**src/isa_pkg.sv**
```systemverilog
package isa_pkg;

    // Primary opcodes of the decoded subset.
    typedef enum logic [5:0] {
        op_special = 6'h00,
        op_j       = 6'h02,
        op_jal     = 6'h03,
        op_beq     = 6'h04,
        op_bne     = 6'h05,
        op_addiu   = 6'h09,
        op_slti    = 6'h0a,
        op_andi    = 6'h0c,
        op_ori     = 6'h0d,
        op_lui     = 6'h0f,
        op_cop0    = 6'h10,
        op_lb      = 6'h20,
        op_lw      = 6'h23,
        op_sb      = 6'h28,
        op_sw      = 6'h2b
    } opcode_e;

    typedef enum logic [5:0] {
        fn_sll  = 6'h00,
        fn_srl  = 6'h02,
        fn_jr   = 6'h08,
        fn_mfhi = 6'h10,
        fn_mthi = 6'h11,
        fn_mflo = 6'h12,
        fn_mtlo = 6'h13,
        fn_mult = 6'h18,
        fn_div  = 6'h1a,
        fn_addu = 6'h21,
        fn_subu = 6'h23,
        fn_and  = 6'h24,
        fn_or   = 6'h25,
        fn_xor  = 6'h26,
        fn_slt  = 6'h2a
    } funct_e;

    typedef enum logic [3:0] {
        alu, alu_imm, load, store, branch, jump, jump_reg, hilo, cop0, other
    } op_class_e;

    typedef struct packed {
        op_class_e   op_class;
        logic [4:0]  rs;
        logic [4:0]  rt;
        logic [4:0]  rd;
        logic [4:0]  sa;
        logic        w_reg_ena;
        logic [4:0]  w_reg_dst;
        logic [15:0] imme;
        logic [25:0] j_imme;
    } decoded_t;

endpackage

```
**src/issue_pkg.sv**
```systemverilog
package issue_pkg;

    import isa_pkg::*;

    localparam int QUEUE_DEPTH = 8;
    localparam int PTR_WIDTH   = $clog2(QUEUE_DEPTH);
    localparam int CNT_WIDTH   = 32;  // Width of each issue counter.

    typedef struct packed {
        logic [31:0] pc;
        logic [31:0] inst;
    } queue_entry_t;

    // One issued instruction as handed to the decode stage.
    typedef struct packed {
        logic        valid;
        logic [31:0] pc;
        logic [31:0] inst;
        decoded_t    decoded;
        logic        in_delay_slot;
        logic        inst_adel;
    } issue_slot_t;

    typedef enum logic [1:0] {
        csr_ctrl  = 2'd0,
        csr_cnt_1 = 2'd1,
        csr_cnt_2 = 2'd2
    } csr_addr_e;

endpackage

```
**src/inst_predecode.sv**
```systemverilog
`timescale 1ns/1ps

module inst_predecode import isa_pkg::*; (
    input  logic [31:0] inst,
    output decoded_t    dec
);

    opcode_e opcode;
    funct_e  funct;

    assign opcode = opcode_e'(inst[31:26]);
    assign funct  = funct_e'(inst[5:0]);

    always_comb begin
        dec.op_class  = other;
        dec.rs        = inst[25:21];
        dec.rt        = inst[20:16];
        dec.rd        = inst[15:11];
        dec.sa        = inst[10:6];
        dec.w_reg_ena = 1'b0;
        dec.w_reg_dst = 5'd0;
        dec.imme      = inst[15:0];
        dec.j_imme    = inst[25:0];

        case (opcode)
            op_special: begin
                case (funct)
                    fn_addu, fn_subu, fn_and, fn_or, fn_xor, fn_slt, fn_sll, fn_srl: begin
                        dec.op_class  = alu;
                        dec.w_reg_ena = 1'b1;
                        dec.w_reg_dst = inst[15:11];
                    end
                    fn_jr: begin
                        dec.op_class = jump_reg;
                    end
                    fn_mfhi, fn_mflo: begin
                        dec.op_class  = hilo;
                        dec.w_reg_ena = 1'b1;
                        dec.w_reg_dst = inst[15:11];
                    end
                    fn_mthi, fn_mtlo, fn_mult, fn_div: begin
                        dec.op_class = hilo;  // These only touch HI/LO.
                    end
                    default: begin
                        dec.op_class = other;
                    end
                endcase
            end
            op_addiu, op_slti, op_andi, op_ori, op_lui: begin
                dec.op_class  = alu_imm;
                dec.w_reg_ena = 1'b1;
                dec.w_reg_dst = inst[20:16];
            end
            op_lw, op_lb: begin
                dec.op_class  = load;
                dec.w_reg_ena = 1'b1;
                dec.w_reg_dst = inst[20:16];
            end
            op_sw, op_sb: begin
                dec.op_class = store;
            end
            op_beq, op_bne: begin
                dec.op_class = branch;
            end
            op_j: begin
                dec.op_class = jump;
            end
            op_jal: begin
                dec.op_class  = jump;
                dec.w_reg_ena = 1'b1;
                dec.w_reg_dst = 5'd31;  // Link register.
            end
            op_cop0: begin
                dec.op_class = cop0;
            end
            default: begin
                dec.op_class = other;
            end
        endcase
    end

endmodule

```
**src/inst_queue.sv**
```systemverilog
`timescale 1ns/1ps

module inst_queue import issue_pkg::*; (
    input  logic         clk,
    input  logic         rst,
    input  logic         flush,
    input  logic         push,
    input  queue_entry_t push_entry,
    input  logic         pop_1,
    input  logic         pop_2,
    output queue_entry_t head_1,
    output queue_entry_t head_2,
    output logic         head_1_ok,
    output logic         head_2_ok,
    output logic         full
);

    queue_entry_t         mem [QUEUE_DEPTH];
    logic [PTR_WIDTH-1:0] rd_ptr;
    logic [PTR_WIDTH-1:0] rd_ptr_plus_1;
    logic [PTR_WIDTH-1:0] wr_ptr;
    logic [PTR_WIDTH:0]   count;
    logic                 push_ok;
    logic [PTR_WIDTH:0]   push_num;
    logic [PTR_WIDTH:0]   pop_num;

    assign rd_ptr_plus_1 = rd_ptr + 1'b1;
    assign head_1        = mem[rd_ptr];
    assign head_2        = mem[rd_ptr_plus_1];
    assign head_1_ok     = count != '0;
    assign head_2_ok     = count > (PTR_WIDTH+1)'(1);
    assign full          = count == (PTR_WIDTH+1)'(QUEUE_DEPTH);

    // Full is sampled before the pop, so a push into a full queue is lost.
    assign push_ok  = push && !full;
    assign push_num = {{PTR_WIDTH{1'b0}}, push_ok};

    always_comb begin
        if (pop_2 && head_2_ok) begin
            pop_num = (PTR_WIDTH+1)'(2);
        end else if (pop_1 && head_1_ok) begin
            pop_num = (PTR_WIDTH+1)'(1);
        end else begin
            pop_num = '0;
        end
    end

    always_ff @(posedge clk) begin
        if (rst || flush) begin
            rd_ptr <= '0;
            wr_ptr <= '0;
            count  <= '0;
        end else begin
            rd_ptr <= rd_ptr + pop_num[PTR_WIDTH-1:0];  // Pointers wrap at the depth.
            wr_ptr <= wr_ptr + push_num[PTR_WIDTH-1:0];
            count  <= count + push_num - pop_num;
        end
    end

    always_ff @(posedge clk) begin
        if (push_ok && !flush) begin
            mem[wr_ptr] <= push_entry;
        end
    end

endmodule

```
**src/issue_csr.sv**
```systemverilog
`timescale 1ns/1ps

module issue_csr import issue_pkg::*; (
    input  logic        clk,
    input  logic        rst,
    input  logic        csr_we,
    input  csr_addr_e   csr_addr,
    input  logic [31:0] csr_wdata,
    input  logic        pop_1,
    input  logic        pop_2,
    output logic [31:0] csr_rdata,
    output logic        dual_enable
);

    logic [CNT_WIDTH-1:0] cnt [2];
    logic [1:0]           cnt_inc;
    logic [1:0]           cnt_clr;

    assign cnt_inc = {pop_2, pop_1};
    assign cnt_clr = {csr_we && (csr_addr == csr_cnt_2), csr_we && (csr_addr == csr_cnt_1)};

    always_ff @(posedge clk) begin
        if (rst) begin
            dual_enable <= 1'b1;  // Pairing is on out of reset.
        end else if (csr_we && (csr_addr == csr_ctrl)) begin
            dual_enable <= csr_wdata[0];
        end
    end

    // A clearing write takes priority over a same-cycle issue.
    always_ff @(posedge clk) begin
        for (int i = 0; i < 2; i++) begin
            if (rst || cnt_clr[i]) begin
                cnt[i] <= '0;
            end else if (cnt_inc[i]) begin
                cnt[i] <= cnt[i] + 1'b1;
            end
        end
    end

    always_comb begin
        case (csr_addr)
            csr_ctrl:  csr_rdata = {31'd0, dual_enable};
            csr_cnt_1: csr_rdata = 32'(cnt[0]);
            csr_cnt_2: csr_rdata = 32'(cnt[1]);
            default:   csr_rdata = 32'd0;
        endcase
    end

endmodule

```
**src/issue_select.sv**
```systemverilog
`timescale 1ns/1ps

module issue_select import isa_pkg::*, issue_pkg::*; (
    input  logic         stall,
    input  logic         dual_enable,
    input  queue_entry_t head_1,
    input  queue_entry_t head_2,
    input  logic         head_1_ok,
    input  logic         head_2_ok,
    input  decoded_t     dec_1,
    input  decoded_t     dec_2,
    output logic         pop_1,
    output logic         pop_2,
    output issue_slot_t  slot_1,
    output issue_slot_t  slot_2
);

    logic jmp_1;
    logic jmp_2;
    logic hilo_1;
    logic hilo_2;
    logic cop0_1;
    logic cop0_2;
    logic ls_1;
    logic ls_2;
    logic raw_hazard;
    logic pair_ok;

    assign jmp_1  = dec_1.op_class inside {branch, jump, jump_reg};
    assign jmp_2  = dec_2.op_class inside {branch, jump, jump_reg};
    assign hilo_1 = dec_1.op_class == hilo;
    assign hilo_2 = dec_2.op_class == hilo;
    assign cop0_1 = dec_1.op_class == cop0;
    assign cop0_2 = dec_2.op_class == cop0;
    assign ls_1   = dec_1.op_class inside {load, store};
    assign ls_2   = dec_2.op_class inside {load, store};

    // Writes to r0 are discarded, so they never create a dependency.
    assign raw_hazard = dec_1.w_reg_ena && (dec_1.w_reg_dst != 5'd0) &&
                        ((dec_1.w_reg_dst == dec_2.rs) || (dec_1.w_reg_dst == dec_2.rt));

    always_comb begin
        if (raw_hazard) begin
            pair_ok = 1'b0;
        end else if (jmp_1 || jmp_2) begin
            pair_ok = !jmp_2;  // A branch takes its delay slot along.
        end else if (hilo_1 || hilo_2) begin
            pair_ok = hilo_1 ^ hilo_2;
        end else if (cop0_1 || cop0_2) begin
            pair_ok = 1'b0;
        end else if (ls_1 || ls_2) begin
            pair_ok = ls_1 ^ ls_2;  // Only one memory port.
        end else begin
            pair_ok = 1'b1;
        end
    end

    // Waiting for two entries keeps a branch from leaving without its delay slot.
    assign pop_1 = !stall && head_1_ok && head_2_ok;
    assign pop_2 = pop_1 && dual_enable && pair_ok;

    assign slot_1.valid         = pop_1;
    assign slot_1.pc            = head_1.pc;
    assign slot_1.inst          = head_1.inst;
    assign slot_1.decoded       = dec_1;
    assign slot_1.in_delay_slot = 1'b0;
    assign slot_1.inst_adel     = head_1.pc[1:0] != 2'b00;

    assign slot_2.valid         = pop_2;
    assign slot_2.pc            = head_2.pc;
    assign slot_2.inst          = head_2.inst;
    assign slot_2.decoded       = dec_2;
    assign slot_2.in_delay_slot = jmp_1;
    assign slot_2.inst_adel     = head_2.pc[1:0] != 2'b00;

endmodule

```
**src/issue_top.sv**
```systemverilog
`timescale 1ns/1ps

module issue_top import isa_pkg::*, issue_pkg::*; (
    input  logic         clk,
    input  logic         rst,
    input  logic         stall,
    input  logic         flush,
    input  logic         push,
    input  queue_entry_t push_entry,
    input  logic         csr_we,
    input  csr_addr_e    csr_addr,
    input  logic [31:0]  csr_wdata,
    output logic         full,
    output issue_slot_t  slot_1,
    output issue_slot_t  slot_2,
    output logic [31:0]  csr_rdata
);

    queue_entry_t head_1;
    queue_entry_t head_2;
    logic         head_1_ok;
    logic         head_2_ok;
    decoded_t     dec_1;
    decoded_t     dec_2;
    logic         pop_1;
    logic         pop_2;
    logic         dual_enable;

    inst_queue u_queue (
        .clk        (clk),
        .rst        (rst),
        .flush      (flush),
        .push       (push),
        .push_entry (push_entry),
        .pop_1      (pop_1),
        .pop_2      (pop_2),
        .head_1     (head_1),
        .head_2     (head_2),
        .head_1_ok  (head_1_ok),
        .head_2_ok  (head_2_ok),
        .full       (full)
    );

    inst_predecode u_dec_1 (.inst(head_1.inst), .dec(dec_1));
    inst_predecode u_dec_2 (.inst(head_2.inst), .dec(dec_2));

    issue_select u_select (
        .stall       (stall),
        .dual_enable (dual_enable),
        .head_1      (head_1),
        .head_2      (head_2),
        .head_1_ok   (head_1_ok),
        .head_2_ok   (head_2_ok),
        .dec_1       (dec_1),
        .dec_2       (dec_2),
        .pop_1       (pop_1),
        .pop_2       (pop_2),
        .slot_1      (slot_1),
        .slot_2      (slot_2)
    );

    issue_csr u_csr (
        .clk         (clk),
        .rst         (rst),
        .csr_we      (csr_we),
        .csr_addr    (csr_addr),
        .csr_wdata   (csr_wdata),
        .pop_1       (pop_1),
        .pop_2       (pop_2),
        .csr_rdata   (csr_rdata),
        .dual_enable (dual_enable)
    );

endmodule

```
**config.mk**
```make
export PLATFORM = sky130hd
export DESIGN_NAME = issue_top
export DESIGN_NICKNAME = d
export VERILOG_FILES = /design/src/isa_pkg.sv /design/src/issue_pkg.sv /design/src/inst_predecode.sv /design/src/inst_queue.sv /design/src/issue_csr.sv /design/src/issue_select.sv /design/src/issue_top.sv
export SDC_FILE = /design/constraint.sdc
export NUM_CORES = 1
export LEC_CHECK = 0
export BUFFER_PORTS_ARGS = -buffer_cell sky130_fd_sc_hd__buf_4
export CELL_PAD_IN_SITES_DETAIL_PLACEMENT = 2
export CELL_PAD_IN_SITES_GLOBAL_PLACEMENT = 2
export CORE_ASPECT_RATIO = 1.5
export CORE_MARGIN = 3
export CORE_UTILIZATION = 46
export DETAILED_ROUTE_END_ITERATION = 7
export GPL_TIMING_DRIVEN = 1
export PLACE_DENSITY_LB_ADDON = 0.1
export SLEW_MARGIN = 20
export SYNTH_ARGS = -nofsm -noshare
export SYNTH_HDL_FRONTEND = slang
export SYNTH_HIERARCHICAL = 1
export SYNTH_SLANG_ARGS = --single-unit
```
**constraint.sdc**
```tcl
create_clock -name clk -period 9.6 [get_ports clk]
set_clock_uncertainty 0.2 [all_clocks]
set_input_delay 0 -clock clk [delete_from_list [all_inputs] [get_ports clk]]
set_output_delay 0 -clock clk [all_outputs]
set_load 0.05 [all_outputs]
```
Word level (Yosys, flattened, before mapping)
Memory sizes are Yosys's and may differ from the RTL's. A register that Yosys moved wholly into a read port is not among the register bits.
Cells that the tools add are included.
{"block": "classes", "muxes": 31, "shifts": 0, "addsub": 7, "n_lt_le_gt_ge": 1, "eq_ne": 75, "div_mod_pow": 0, "multipliers": 0, "n_bitwise": 4, "reduce_logical": 56}
{"operator": "equality test 6 bit, second input constant", "n": 20}
{"operator": "case mux 32 bit (3 select lines)", "n": 1}
{"operator": "equality test 6 x 5 -> 1 bit, second input constant", "n": 14}
{"operator": "equality test 6 x 4 -> 1 bit, second input constant", "n": 12}
{"operator": "adder 32 x 1 -> 32 bit, second input constant", "n": 2}
{"operator": "2-to-1 mux 32 bit", "n": 2}
{"operator": "case mux 4 bit (7 select lines)", "n": 2}
{"operator": "equality test 6 x 2 -> 1 bit, second input constant", "n": 6}
{"operator": "case mux 6 bit (3 select lines)", "n": 2}
{"operator": "equality test 4 x 3 -> 1 bit, second input constant", "n": 8}
{"operator": "equality test 6 x 3 -> 1 bit, second input constant", "n": 4}
{"operator": "logical NOT 6 bit", "n": 4}
{"operator": "case mux 4 bit (3 select lines)", "n": 2}
{"operator": "OR reduction 10 bit", "n": 2}
{"operator": "2-to-1 mux 1 bit", "n": 18}
{"operator": "equality test 4 x 2 -> 1 bit, second input constant", "n": 4}
{"operator": "OR reduction 2 bit", "n": 8}
{"operator": "OR reduction 8 bit", "n": 2}
{"operator": "OR reduction 7 bit", "n": 2}
{"operator": "logical AND 1 bit", "n": 13}
{"operator": "equality test 4 bit, second input constant", "n": 3}
{"operator": "2-to-1 mux 6 bit", "n": 2}
{"operator": "OR reduction 6 bit", "n": 2}
{"operator": "equality test 5 bit", "n": 2}
{"operator": "other kinds (20)", "n": 37}
{"block": "totals", "wordCells": 180, "mem_bits_ro": 0, "latchBits": 0, "ramBits": 576, "in_bits": 104, "register_bits": 11, "n_memories": 2}
{"memory": "u_queue.mem", "depth": 8, "word_bits": 64, "read_ports": 2, "rd_ports_with_merged_regs": 1, "wr": 1, "line": "inst_queue.sv:18", "text": "queue_entry_t mem [QUEUE_DEPTH];"}
{"memory": "u_csr.cnt", "depth": 2, "word_bits": 32, "read_ports": 2, "rd_ports_with_merged_regs": 0, "wr": 2, "line": "issue_csr.sv:15", "text": "logic [CNT_WIDTH-1:0] cnt [2];"}

Longest topological paths before layout
Gate-level depths: netlist (run 1).
An unclocked memory read counts as a cell.
{"block": "depth", "depth_word": 19, "ltp_mapped": 26, "ltp_nobuf": 22}

By module
Netlist (run 1), hierarchy kept.
{"mod": "inst_queue", "n_inst": 1, "cells_each": 1034, "area_each_um2": 23632.7}
{"mod": "issue_csr", "n_inst": 1, "cells_each": 412, "area_each_um2": 4093.9}
{"mod": "issue_select", "n_inst": 1, "cells_each": 315, "area_each_um2": 2338.5}
{"mod": "inst_predecode", "n_inst": 2, "cells_each": 140, "area_each_um2": 1028.5}

Worst setup path after synthesis (run 1)
OpenSTA, ideal clock, no wires.
{"block": "synth_timing", "path_type": "register to register", "start": "register u_queue.count[2]", "end": "memory u_queue/mem[0][0] (netlist bit) (enable)", "arrival_ns": 6.004, "stages_incl_launch_ff": 7, "required_time_ns": 8.835, "n_path_buf": 0, "setup_slack_ns": 2.831, "setup_time_ns": 0.565, "cell_sequence": "dfxtp_1 -> inv_1 -> ha_1 -> or3b_2 -> inv_1 -> or4b_2 -> nor3_1"}
{"block": "synth_via", "elab_chain_cells": 6}
{"element": "start, declared", "line": "inst_queue.sv:22", "text": "logic [PTR_WIDTH:0] count;"}
{"element": "start signal, assigned", "line": "inst_queue.sv:56", "text": "count <= count + push_num - pop_num;"}
{"element": "equality test 4 bit", "line": "inst_queue.sv:32", "text": "assign full = count == (PTR_WIDTH+1)'(QUEUE_DEPTH);"}
{"element": "named net full", "line": "issue_top.sv:13", "text": "output logic full,"}
{"element": "logical NOT 1 bit", "line": "inst_queue.sv:35", "text": "assign push_ok = push && !full;"}
{"element": "logical AND 1 bit", "line": "inst_queue.sv:35"}
{"element": "logical AND 1 bit", "line": "inst_queue.sv:61", "text": "if (push_ok && !flush) begin"}
{"element": "2-to-1 mux 1 bit", "line": "inst_queue.sv:61"}
{"element": "2-to-1 mux 1 bit (implied by the code)", "line": "inst_queue.sv:62", "text": "mem[wr_ptr] <= push_entry;"}
{"element": "end, declared", "line": "inst_queue.sv:18"}
The timed path passes the listed nets, and every way through them passes these cells.

Final worst setup path (run 1)
{"block": "layout_timing", "start": "register u_queue.rd_ptr[1]", "end": "register u_queue.rd_ptr[2]"}
{"block": "layout_via", "elab_chain_cells": 18, "elab_cells_between_ends": 70, "classes_between": "add/sub (2); eq/ne (37); mux (8); bitwise (2); reduce/logical (20); memory (1)"}
{"element": "start, declared", "line": "inst_queue.sv:19", "text": "logic [PTR_WIDTH-1:0] rd_ptr;"}
{"element": "start signal, assigned", "line": "inst_queue.sv:54", "text": "rd_ptr <= rd_ptr + pop_num[PTR_WIDTH-1:0];"}
{"element": "adder 3 x 1 -> 3 bit", "line": "inst_queue.sv:27", "text": "assign rd_ptr_plus_1 = rd_ptr + 1'b1;"}
{"element": "memory read (8 x 64 bit)"}
{"element": "equality test 6 bit, or another cell as far along", "line": "inst_predecode.sv:27", "text": "case (funct)"}
{"element": "OR reduction 8 bit / OR reduction 6 bit (equally long branches)"}
{"element": "case mux 4 bit (3 select lines)", "line": "inst_predecode.sv:27"}
{"element": "case mux 4 bit (7 select lines)", "line": "inst_predecode.sv:25", "text": "case (opcode)"}
{"element": "equality test 4 x 2 -> 1 bit", "line": "issue_select.sv:36", "text": "assign ls_2 = dec_2.op_class inside {load, store};"}
{"element": "nonzero test 2 bit", "line": "issue_select.sv:36"}
{"element": "(+2 left out)"}
{"element": "2-to-1 mux 1 bit", "line": "issue_select.sv:49", "text": "end else if (cop0_1 || cop0_2) begin"}
{"element": "2-to-1 mux 1 bit", "line": "issue_select.sv:47", "text": "end else if (hilo_1 || hilo_2) begin"}
{"element": "2-to-1 mux 1 bit", "line": "issue_select.sv:45", "text": "end else if (jmp_1 || jmp_2) begin"}
{"element": "2-to-1 mux 1 bit", "line": "issue_select.sv:43", "text": "if (raw_hazard) begin"}
{"element": "logical AND 1 bit", "line": "issue_select.sv:60", "text": "assign pop_2 = pop_1 && dual_enable && pair_ok;"}
{"element": "logical AND 1 bit", "line": "inst_queue.sv:39", "text": "if (pop_2 && head_2_ok) begin"}
{"element": "2-to-1 mux 4 bit", "line": "inst_queue.sv:39"}
{"element": "adder 3 bit (*)", "line": "inst_queue.sv:54"}
Every way passes the cells marked *; elsewhere a longest branch is shown, timed or not.
A chain may end at the register's enable or synchronous reset.

==> results of run 1 <==
-- worst max path at each step --
stage	from	to	slack (ps)	cells after the start
floorplan	u_queue/count[2]	u_queue/mem[0][0]	2830	6
global placement	u_queue/rd_ptr[1]	u_queue/count[2]	1960	20
detailed placement	u_queue/rd_ptr[1]	u_queue/count[2]	1770	20
CTS	u_queue/rd_ptr[1]	u_queue/rd_ptr[2]	1490	19
global route	u_queue/rd_ptr[1]	u_queue/rd_ptr[2]	1010	19
finish	u_queue/rd_ptr[1]	u_queue/rd_ptr[2]	1440	21
-- power groups by stage --
| stage | sequential (mW) | clock (mW) | combinational [mW] |
|---|---|---|---|
| global placement | 2.93 | 0 | 0.414 |
| detailed placement | 2.94 | 0 | 0.424 |
| global route | 2.88 | 2.50 | 0.493 |
| floorplan | 2.93 | 0 | 0.327 |
| finish | 2.88 | 2.35 | 0.468 |
| CTS | 2.88 | 2.41 | 0.471 |
-- repair_timing --
item,4_1_cts,5_1_grt
setup buffers,0,0
endpoints found under the hold margin,582,0
hold buffers,137,0
resized for setup,0,0
-- cells by family (layout without fill, tap and decap cells) --
group | after synthesis | after routing | share of synthesized area
AOI/OAI and AO/OA | 175 | 175 | 0.03989
adders and majority gates | 16 | 16 | 0.006700
buffers and inverters | 533 | 680 | 0.1155
DFF | 587 | 587 | 0.5453
other | 1 | 1 | 0.0001167
xor gates and xnor gates | 34 | 34 | 0.009271
and+or+nand+nor | 304 | 304 | 0.05667
muxes | 391 | 391 | 0.2265
-- registers in the layout, indices dropped and copies added (netlist names) --
signal             flops
u_queue/wr_ptr         3
u_queue/rd_ptr         3
u_queue/mem          512
u_csr/cnt             64
u_queue/count          4
u_csr/dual_enable      1
-- cells in the final DEF (no fill, tap or decap), types with 7 or more instances in the layout --
master	count
dfxtp_1	8
or3_1	21
nand2b_1	16
o31ai_1	23
buf_4	404
xor2_1	12
nor4_1	10
ha_1	13
mux2i_1	7
nor2_1	45
a21oi_1	45
and2_1	10
a22o_1	31
or4_1	23
a221o_1	12
o21ai_0	25
edfxtp_1	576
clkbuf_1	10
mux2_2	128
nor3_1	12
clkinv_2	9
nand3_1	26
nand4_1	15
mux4_2	256
clkbuf_16	60
dlygate4sd3_1	137
xnor2_1	21
clkinv_1	13
nand2_1	47
inv_1	26
-- metal layers --
metal  part of all wire  track usage  wire length (um)  vias up
met5            0.00014            0                13        -
met4              0.027      0.06695              2394        2
met3              0.051      0.04365              4588      122
met2               0.54       0.4478             48200      495
met1               0.38       0.2919             34520     9860
li1                   -            -                 -     7899
-- worst max-delay path, stage by stage (launching register included) --
cell and delay, ps:
dfxtp_4 590, buf_4 720, buf_4 920, mux4_2 420, mux2_2 440, nor4_2 390
nand2_1 190, a221oi_1 450, or4_1 350, nand3_1 120, ha_1 320, nor2_1 40
a21oi_1 120, nor2_1 60, a2111oi_2 640, nand2_1 210, and3_1 260, ha_1 210
fa_1 400, xnor2_1 150, nor3_1 180, dlygate4sd3_1 600
-- final cells by class --
class / instances / area share
clock inverters: 37 / 0.009833
flip-flops and latches: 587 / 0.4851
well taps: 900 / 0.03116
repair buffers: 543 / 0.1230
clock buffers: 74 / 0.04411
inverters: 26 / 0.002701
multi-input cells: 921 / 0.3041
==> results.ini, run 1 <==
[placement]
post-place-ws_ps=1773
dpl-instance-area_mm2=0.03282
io_buffers=382
place_congestion=0.7671
dpl.hpwl_mm=56.10
dp.cells=2840

[flow_run]
maxCapViolCount=0

[finish]
drive_gt1_frac=0.4232
fin_cells=3088
n_antenna_cell=0
syn2layout_area_growth_pct=12.50
fin_nets=2258
multi_input_area_mm2=0.01099
fillers=6202
utilization=0.5230
seqCellArea_mm2=0.01753
final_area_mm2=0.03614

[cts]
clkTransAtPathRegs_ps=60
cts.sinks=587
root_buffer=clkbuf_16
cts_tree=done
clkLatencyLatePin_ps=630
cts_made_buffers=59
cts_max_level=2
cts_buffer_depth=3

[logic_synthesis]
synth_cell_types=75
synth.largest_area_cell=edfxtp_1
avgSynthCellArea_um2=15.74
synth_edf_count=576
synth_ff_type=edfxtp_1
synthArstFlopShare=0
yosysMostFrequentCell=edfxtp_1
ys_seq_area_frac=0.5453
ys_ff_latch=587
synth_cells=2041
synthesis.nets=2161
synth_commonest_cells=edfxtp_1 (576), buf_4 (407), mux4_2 (256)
synth_area_leaders=edfxtp_1 (54%), mux4_2 (18%), buf_4 (9.5%)
yosysWarnings=6
synth_top_area_frac=0.5385
syn_area_mm2=0.03212

[sta]
finalCriticalPeriod_ps=8163
timing.final.crit_share=0.8503
max_slew_margin=0.2851
final-setup-viol-count=0
finalHoldViolCount=0
finalMaxSlewViolations=0
max_clock_freq_ghz=0.1225
whs_ps=31.60
setup_tns_ps=0
fin_ws_ps=1437
tightest_slew_ps=1063
rsz0062_at_grt=no

[power_and_ir_drop]
p_leak_nw=11.81
p_total_mw=5.695
clkPwrFrac=0.412
intPower_mw=4.352
p_seq_frac=0.506
switching_power_mw=1.343
powerDensity_mw_per_mm2=157.6
combPwrFrac=0.082
max-vdd-ir-drop_uv=224.2
swShare=0.2358

[hold_path]
min_from=push_entry[29]
hp-class=primary input to register
whs_endpoint=u_queue/mem[3][29]
holdPathStages=2

[floorplanning]
io_pins=415
die_w_um=221.8
die_h_um=329.6
design.core.area_mm2=0.06910
start_util=0.4649
die_area_mm2=0.07310
num_rows=118

[global_route]
grt_overflow=0
grt_pass1_vias=20458
grt_start_max_net_pins=148
grt_first_pass_wirelength_mm=134.6
grtUsageTotal=0.2425
antenna_found_initial=2

[setup_path]
arrival_ps=8530
r2r_slack_ps=1440
rr_startpoint=u_queue/rd_ptr[1]
reg2reg_to=u_queue/rd_ptr[2]
cp-end-kind=register
cp_max_fo=61
worst_setup_path_start_kind=register
critPathKind=register to register
r2r_cells=21
cp_data_required_time_ps=9970

[detailed_routing]
wire_per_inst_um=29.05
ant_nets=0
drtIter0Drc=1267
routed_via_density=5.951
drc=0
finalWirelength_mm=89.72
vias=18378
firstDrtPassIters=7

[run_status]
status=finished clean

Power figures use the tool's default switching activity.
==> inputs of run 2 (changes only) <==
Settings changed: ABC_AREA from default to 1, CORE_UTILIZATION 46 to 38.
==> run 2 against run 1 <==
  * The flow now finishes with violations (max-slew violations)
  * Highest routed layer unchanged
  * Largest power group unchanged
  * Clock-buffer cell count grew 12
  * Utilization decreased by 9.5 points
  * Setup slack improved by 840 ps
  * Total power up 3.4%
  * Combinational power is 4.3% higher
==> results.ini, run 2 <==
[logic_synthesis]
synth_area_leaders=edfxtp_1 (47%), nand2_1 (20%), buf_4 (9.2%)
synth_top_area_frac=0.4724
synth_cell_types=39
synthArstFlopShare=0
synth_commonest_cells=nand2_1 (1924), inv_1 (631), nand3_1 (626)
synthesis.nets=4912
ys_ff_latch=587
syn_area_mm2=0.03661
yosysMostFrequentCell=nand2_1
synth.largest_area_cell=edfxtp_1
avgSynthCellArea_um2=7.640
yosysWarnings=6
synth_ff_type=edfxtp_1
synth_cells=4792
ys_seq_area_frac=0.4784
synth_edf_count=576

[finish]
largest_reg_flops=512
mostFrequentLayoutCells=nand2_1 (1922), inv_1 (629), nand3_1 (626), edfxtp_1 (576), buf_4 (419)
fin_nets=4924
n_antenna_cell=0
seqCellArea_mm2=0.01753
drive_gt1_frac=0.1202
largest_register=u_queue/mem
fillers=10978
fin_cells=6111
final_common_cell=nand2_1
largestRegisters=u_queue/mem: 512 flops, u_csr/cnt: 64 flops, u_queue/count: 4 flops
syn2layout_area_growth_pct=11.14
multi_input_area_mm2=0.01254

[sta]
finalHoldViolCount=0
max_clock_freq_ghz=0.1366
rsz0062_at_grt=no
finalCriticalPeriod_ps=7322
final-setup-viol-count=0
setup_tns_ps=0
timing.final.crit_share=0.7627
tightest_slew_ps=1521
max_slew_margin=-0.01409
finalMaxSlewViolations=35
fin_ws_ps=2278
whs_ps=37.38

[setup_path]
rr_startpoint=u_queue/rd_ptr[0]
cp_data_required_time_ps=9920
cp_slowest_stage_delay_ps=920
worst_setup_path_start_kind=register
r2r_cells=30
reg2reg_to=u_queue/count[2]
cp-end-kind=register
cp_max_fo=63
cpMaxStageDelayCell=dfxtp_4
endpoint=u_queue/count[2]
arrival_ps=7650
r2r_slack_ps=2280
crit_start=u_queue/rd_ptr[0]
critPathKind=register to register

[floorplanning]
die_h_um=386.2
num_rows=138
die_area_mm2=0.1002
die_w_um=259.4
start_util=0.3855
design.core.area_mm2=0.09497
io_pins=415

[power_and_ir_drop]
p_leak_nw=18.89
p_seq_frac=0.488
combPwrFrac=0.083
intPower_mw=4.466
clkPwrFrac=0.429
switching_power_mw=1.421
powerDensity_mw_per_mm2=144.7
swShare=0.2414
max-vdd-ir-drop_uv=127.4

[hold_path]
hp-class=primary input to register

[global_route]
grt_first_pass_wirelength_mm=197.1
grt_overflow=0
antenna_found_initial=4
grt_start_max_net_pins=250
grtUsageTotal=0.2563
grt_pass1_vias=33754

[run_status]
status=complete, but fails checks
violations=max-slew violations

[placement]
place_congestion=0.8255
post-place-ws_ps=2265
dp.cells=5865
io_buffers=382
dpl.hpwl_mm=81.37

[cts]
cts_max_level=3
cts.sinks=587
cts_tree=done
clkLatencyLatePin_ps=640
clkTransAtPathRegs_ps=60
cts_made_buffers=66
cts_buffer_depth=3
root_buffer=clkbuf_16
cts.repair.resized=0

[detailed_routing]
wire_per_inst_um=21.22
routed_via_density=5.077
ant_nets=0
firstDrtPassIters=5
drc=0
finalWirelength_mm=129.7
drtIter0Drc=1501
vias=31023

[flow_run]
maxCapViolCount=0

==> run 2: logic make-up after synthesis <==
| group | after synthesis | share of synthesized area |
|---|---|---|
| adder cells (fa/ha/maj) | 16 | 0.005878 |
| AO/OA/AOI/OAI | 104 | 0.01517 |
| XOR/XNOR | 12 | 0.002871 |
| other | 1 | 0.0001024 |
| buffers and inverters | 1255 | 0.1807 |
| AND/OR/NAND/NOR | 2817 | 0.3168 |
| flip-flops | 587 | 0.4784 |
==> run 2: worst min path at each step <==
| stage | slack, ps | cells past startpoint | from | end |
|---|---|---|---|---|
| after floorplan | -100 | 0 | push_entry[0] | u_queue/mem[0][0] |
| after global placement | 40 | 1 | push_entry[15] | u_queue/mem[7][15] |
| after detailed placement | 40 | 1 | push_entry[45] | u_queue/mem[1][45] |
| after CTS | 3 | 2 | push_entry[29] | u_queue/mem[3][29] |
| after global routing | 20 | 2 | push_entry[27] | u_queue/mem[2][27] |
| final | 40 | 2 | push_entry[29] | u_queue/mem[2][29] |
==> run 2: layer usage <==
layer | vias to the layer above | track usage | routed length, um | part of all wire
li1 | 14611 | - | - | -
met3 | 198 | 0.03702 | 5539 | 0.043
met4 | 6 | 0.08352 | 3800 | 0.029
met2 | 629 | 0.4761 | 67270 | 0.52
met1 | 15579 | 0.3012 | 53020 | 0.41
met5 | - | 0 | 41 | 0.00032
==> run 2: final cells by class <==
type | instances | area share
multi-input cells | 2950 | 0.3083
inverters | 646 | 0.06033
clock buffers | 86 | 0.04400
repair buffers | 553 | 0.1108
clock inverters | 29 | 0.007103
well taps | 1260 | 0.03874
flip-flops and latches | 587 | 0.4308
==> run 2: power groups by stage <==
stage,Sequential [mW],Clock (mW),Combinational (mW)
after floorplan,2.92,0,0.336
after detailed placement,2.93,0,0.446
final,2.87,2.52,0.488
after CTS,2.87,2.60,0.493
after global placement,2.93,0,0.438
after global routing,2.88,2.68,0.523
==> run 2: worst max-delay path: cells and delay by family, from the launching register on <==
family / cells / cell delay [ps]
DFF: 1 / 920
adders and majority gates: 5 / 1400
and+or+nand+nor: 14 / 2040
xor gates and xnor gates: 2 / 290
AOI/OAI and AO/OA: 3 / 580
buffers and inverters: 6 / 1720
==> run 2: per-stage QoR <==
step,cell area [um2],total power [mW],util
finish,40690,5.888,0.4285
global route,40690,6.086,0.4285
CTS,40690,5.963,0.4284
detailed placement,37300,3.374,0.3927
global placement,37300,3.365,0.3927
floorplan,36610,3.258,-
==> run 2: timing repair <==
action,in CTS,in global routing
setup buffers,0,0
hold buffers,131,0
endpoints found under the hold margin,568,0
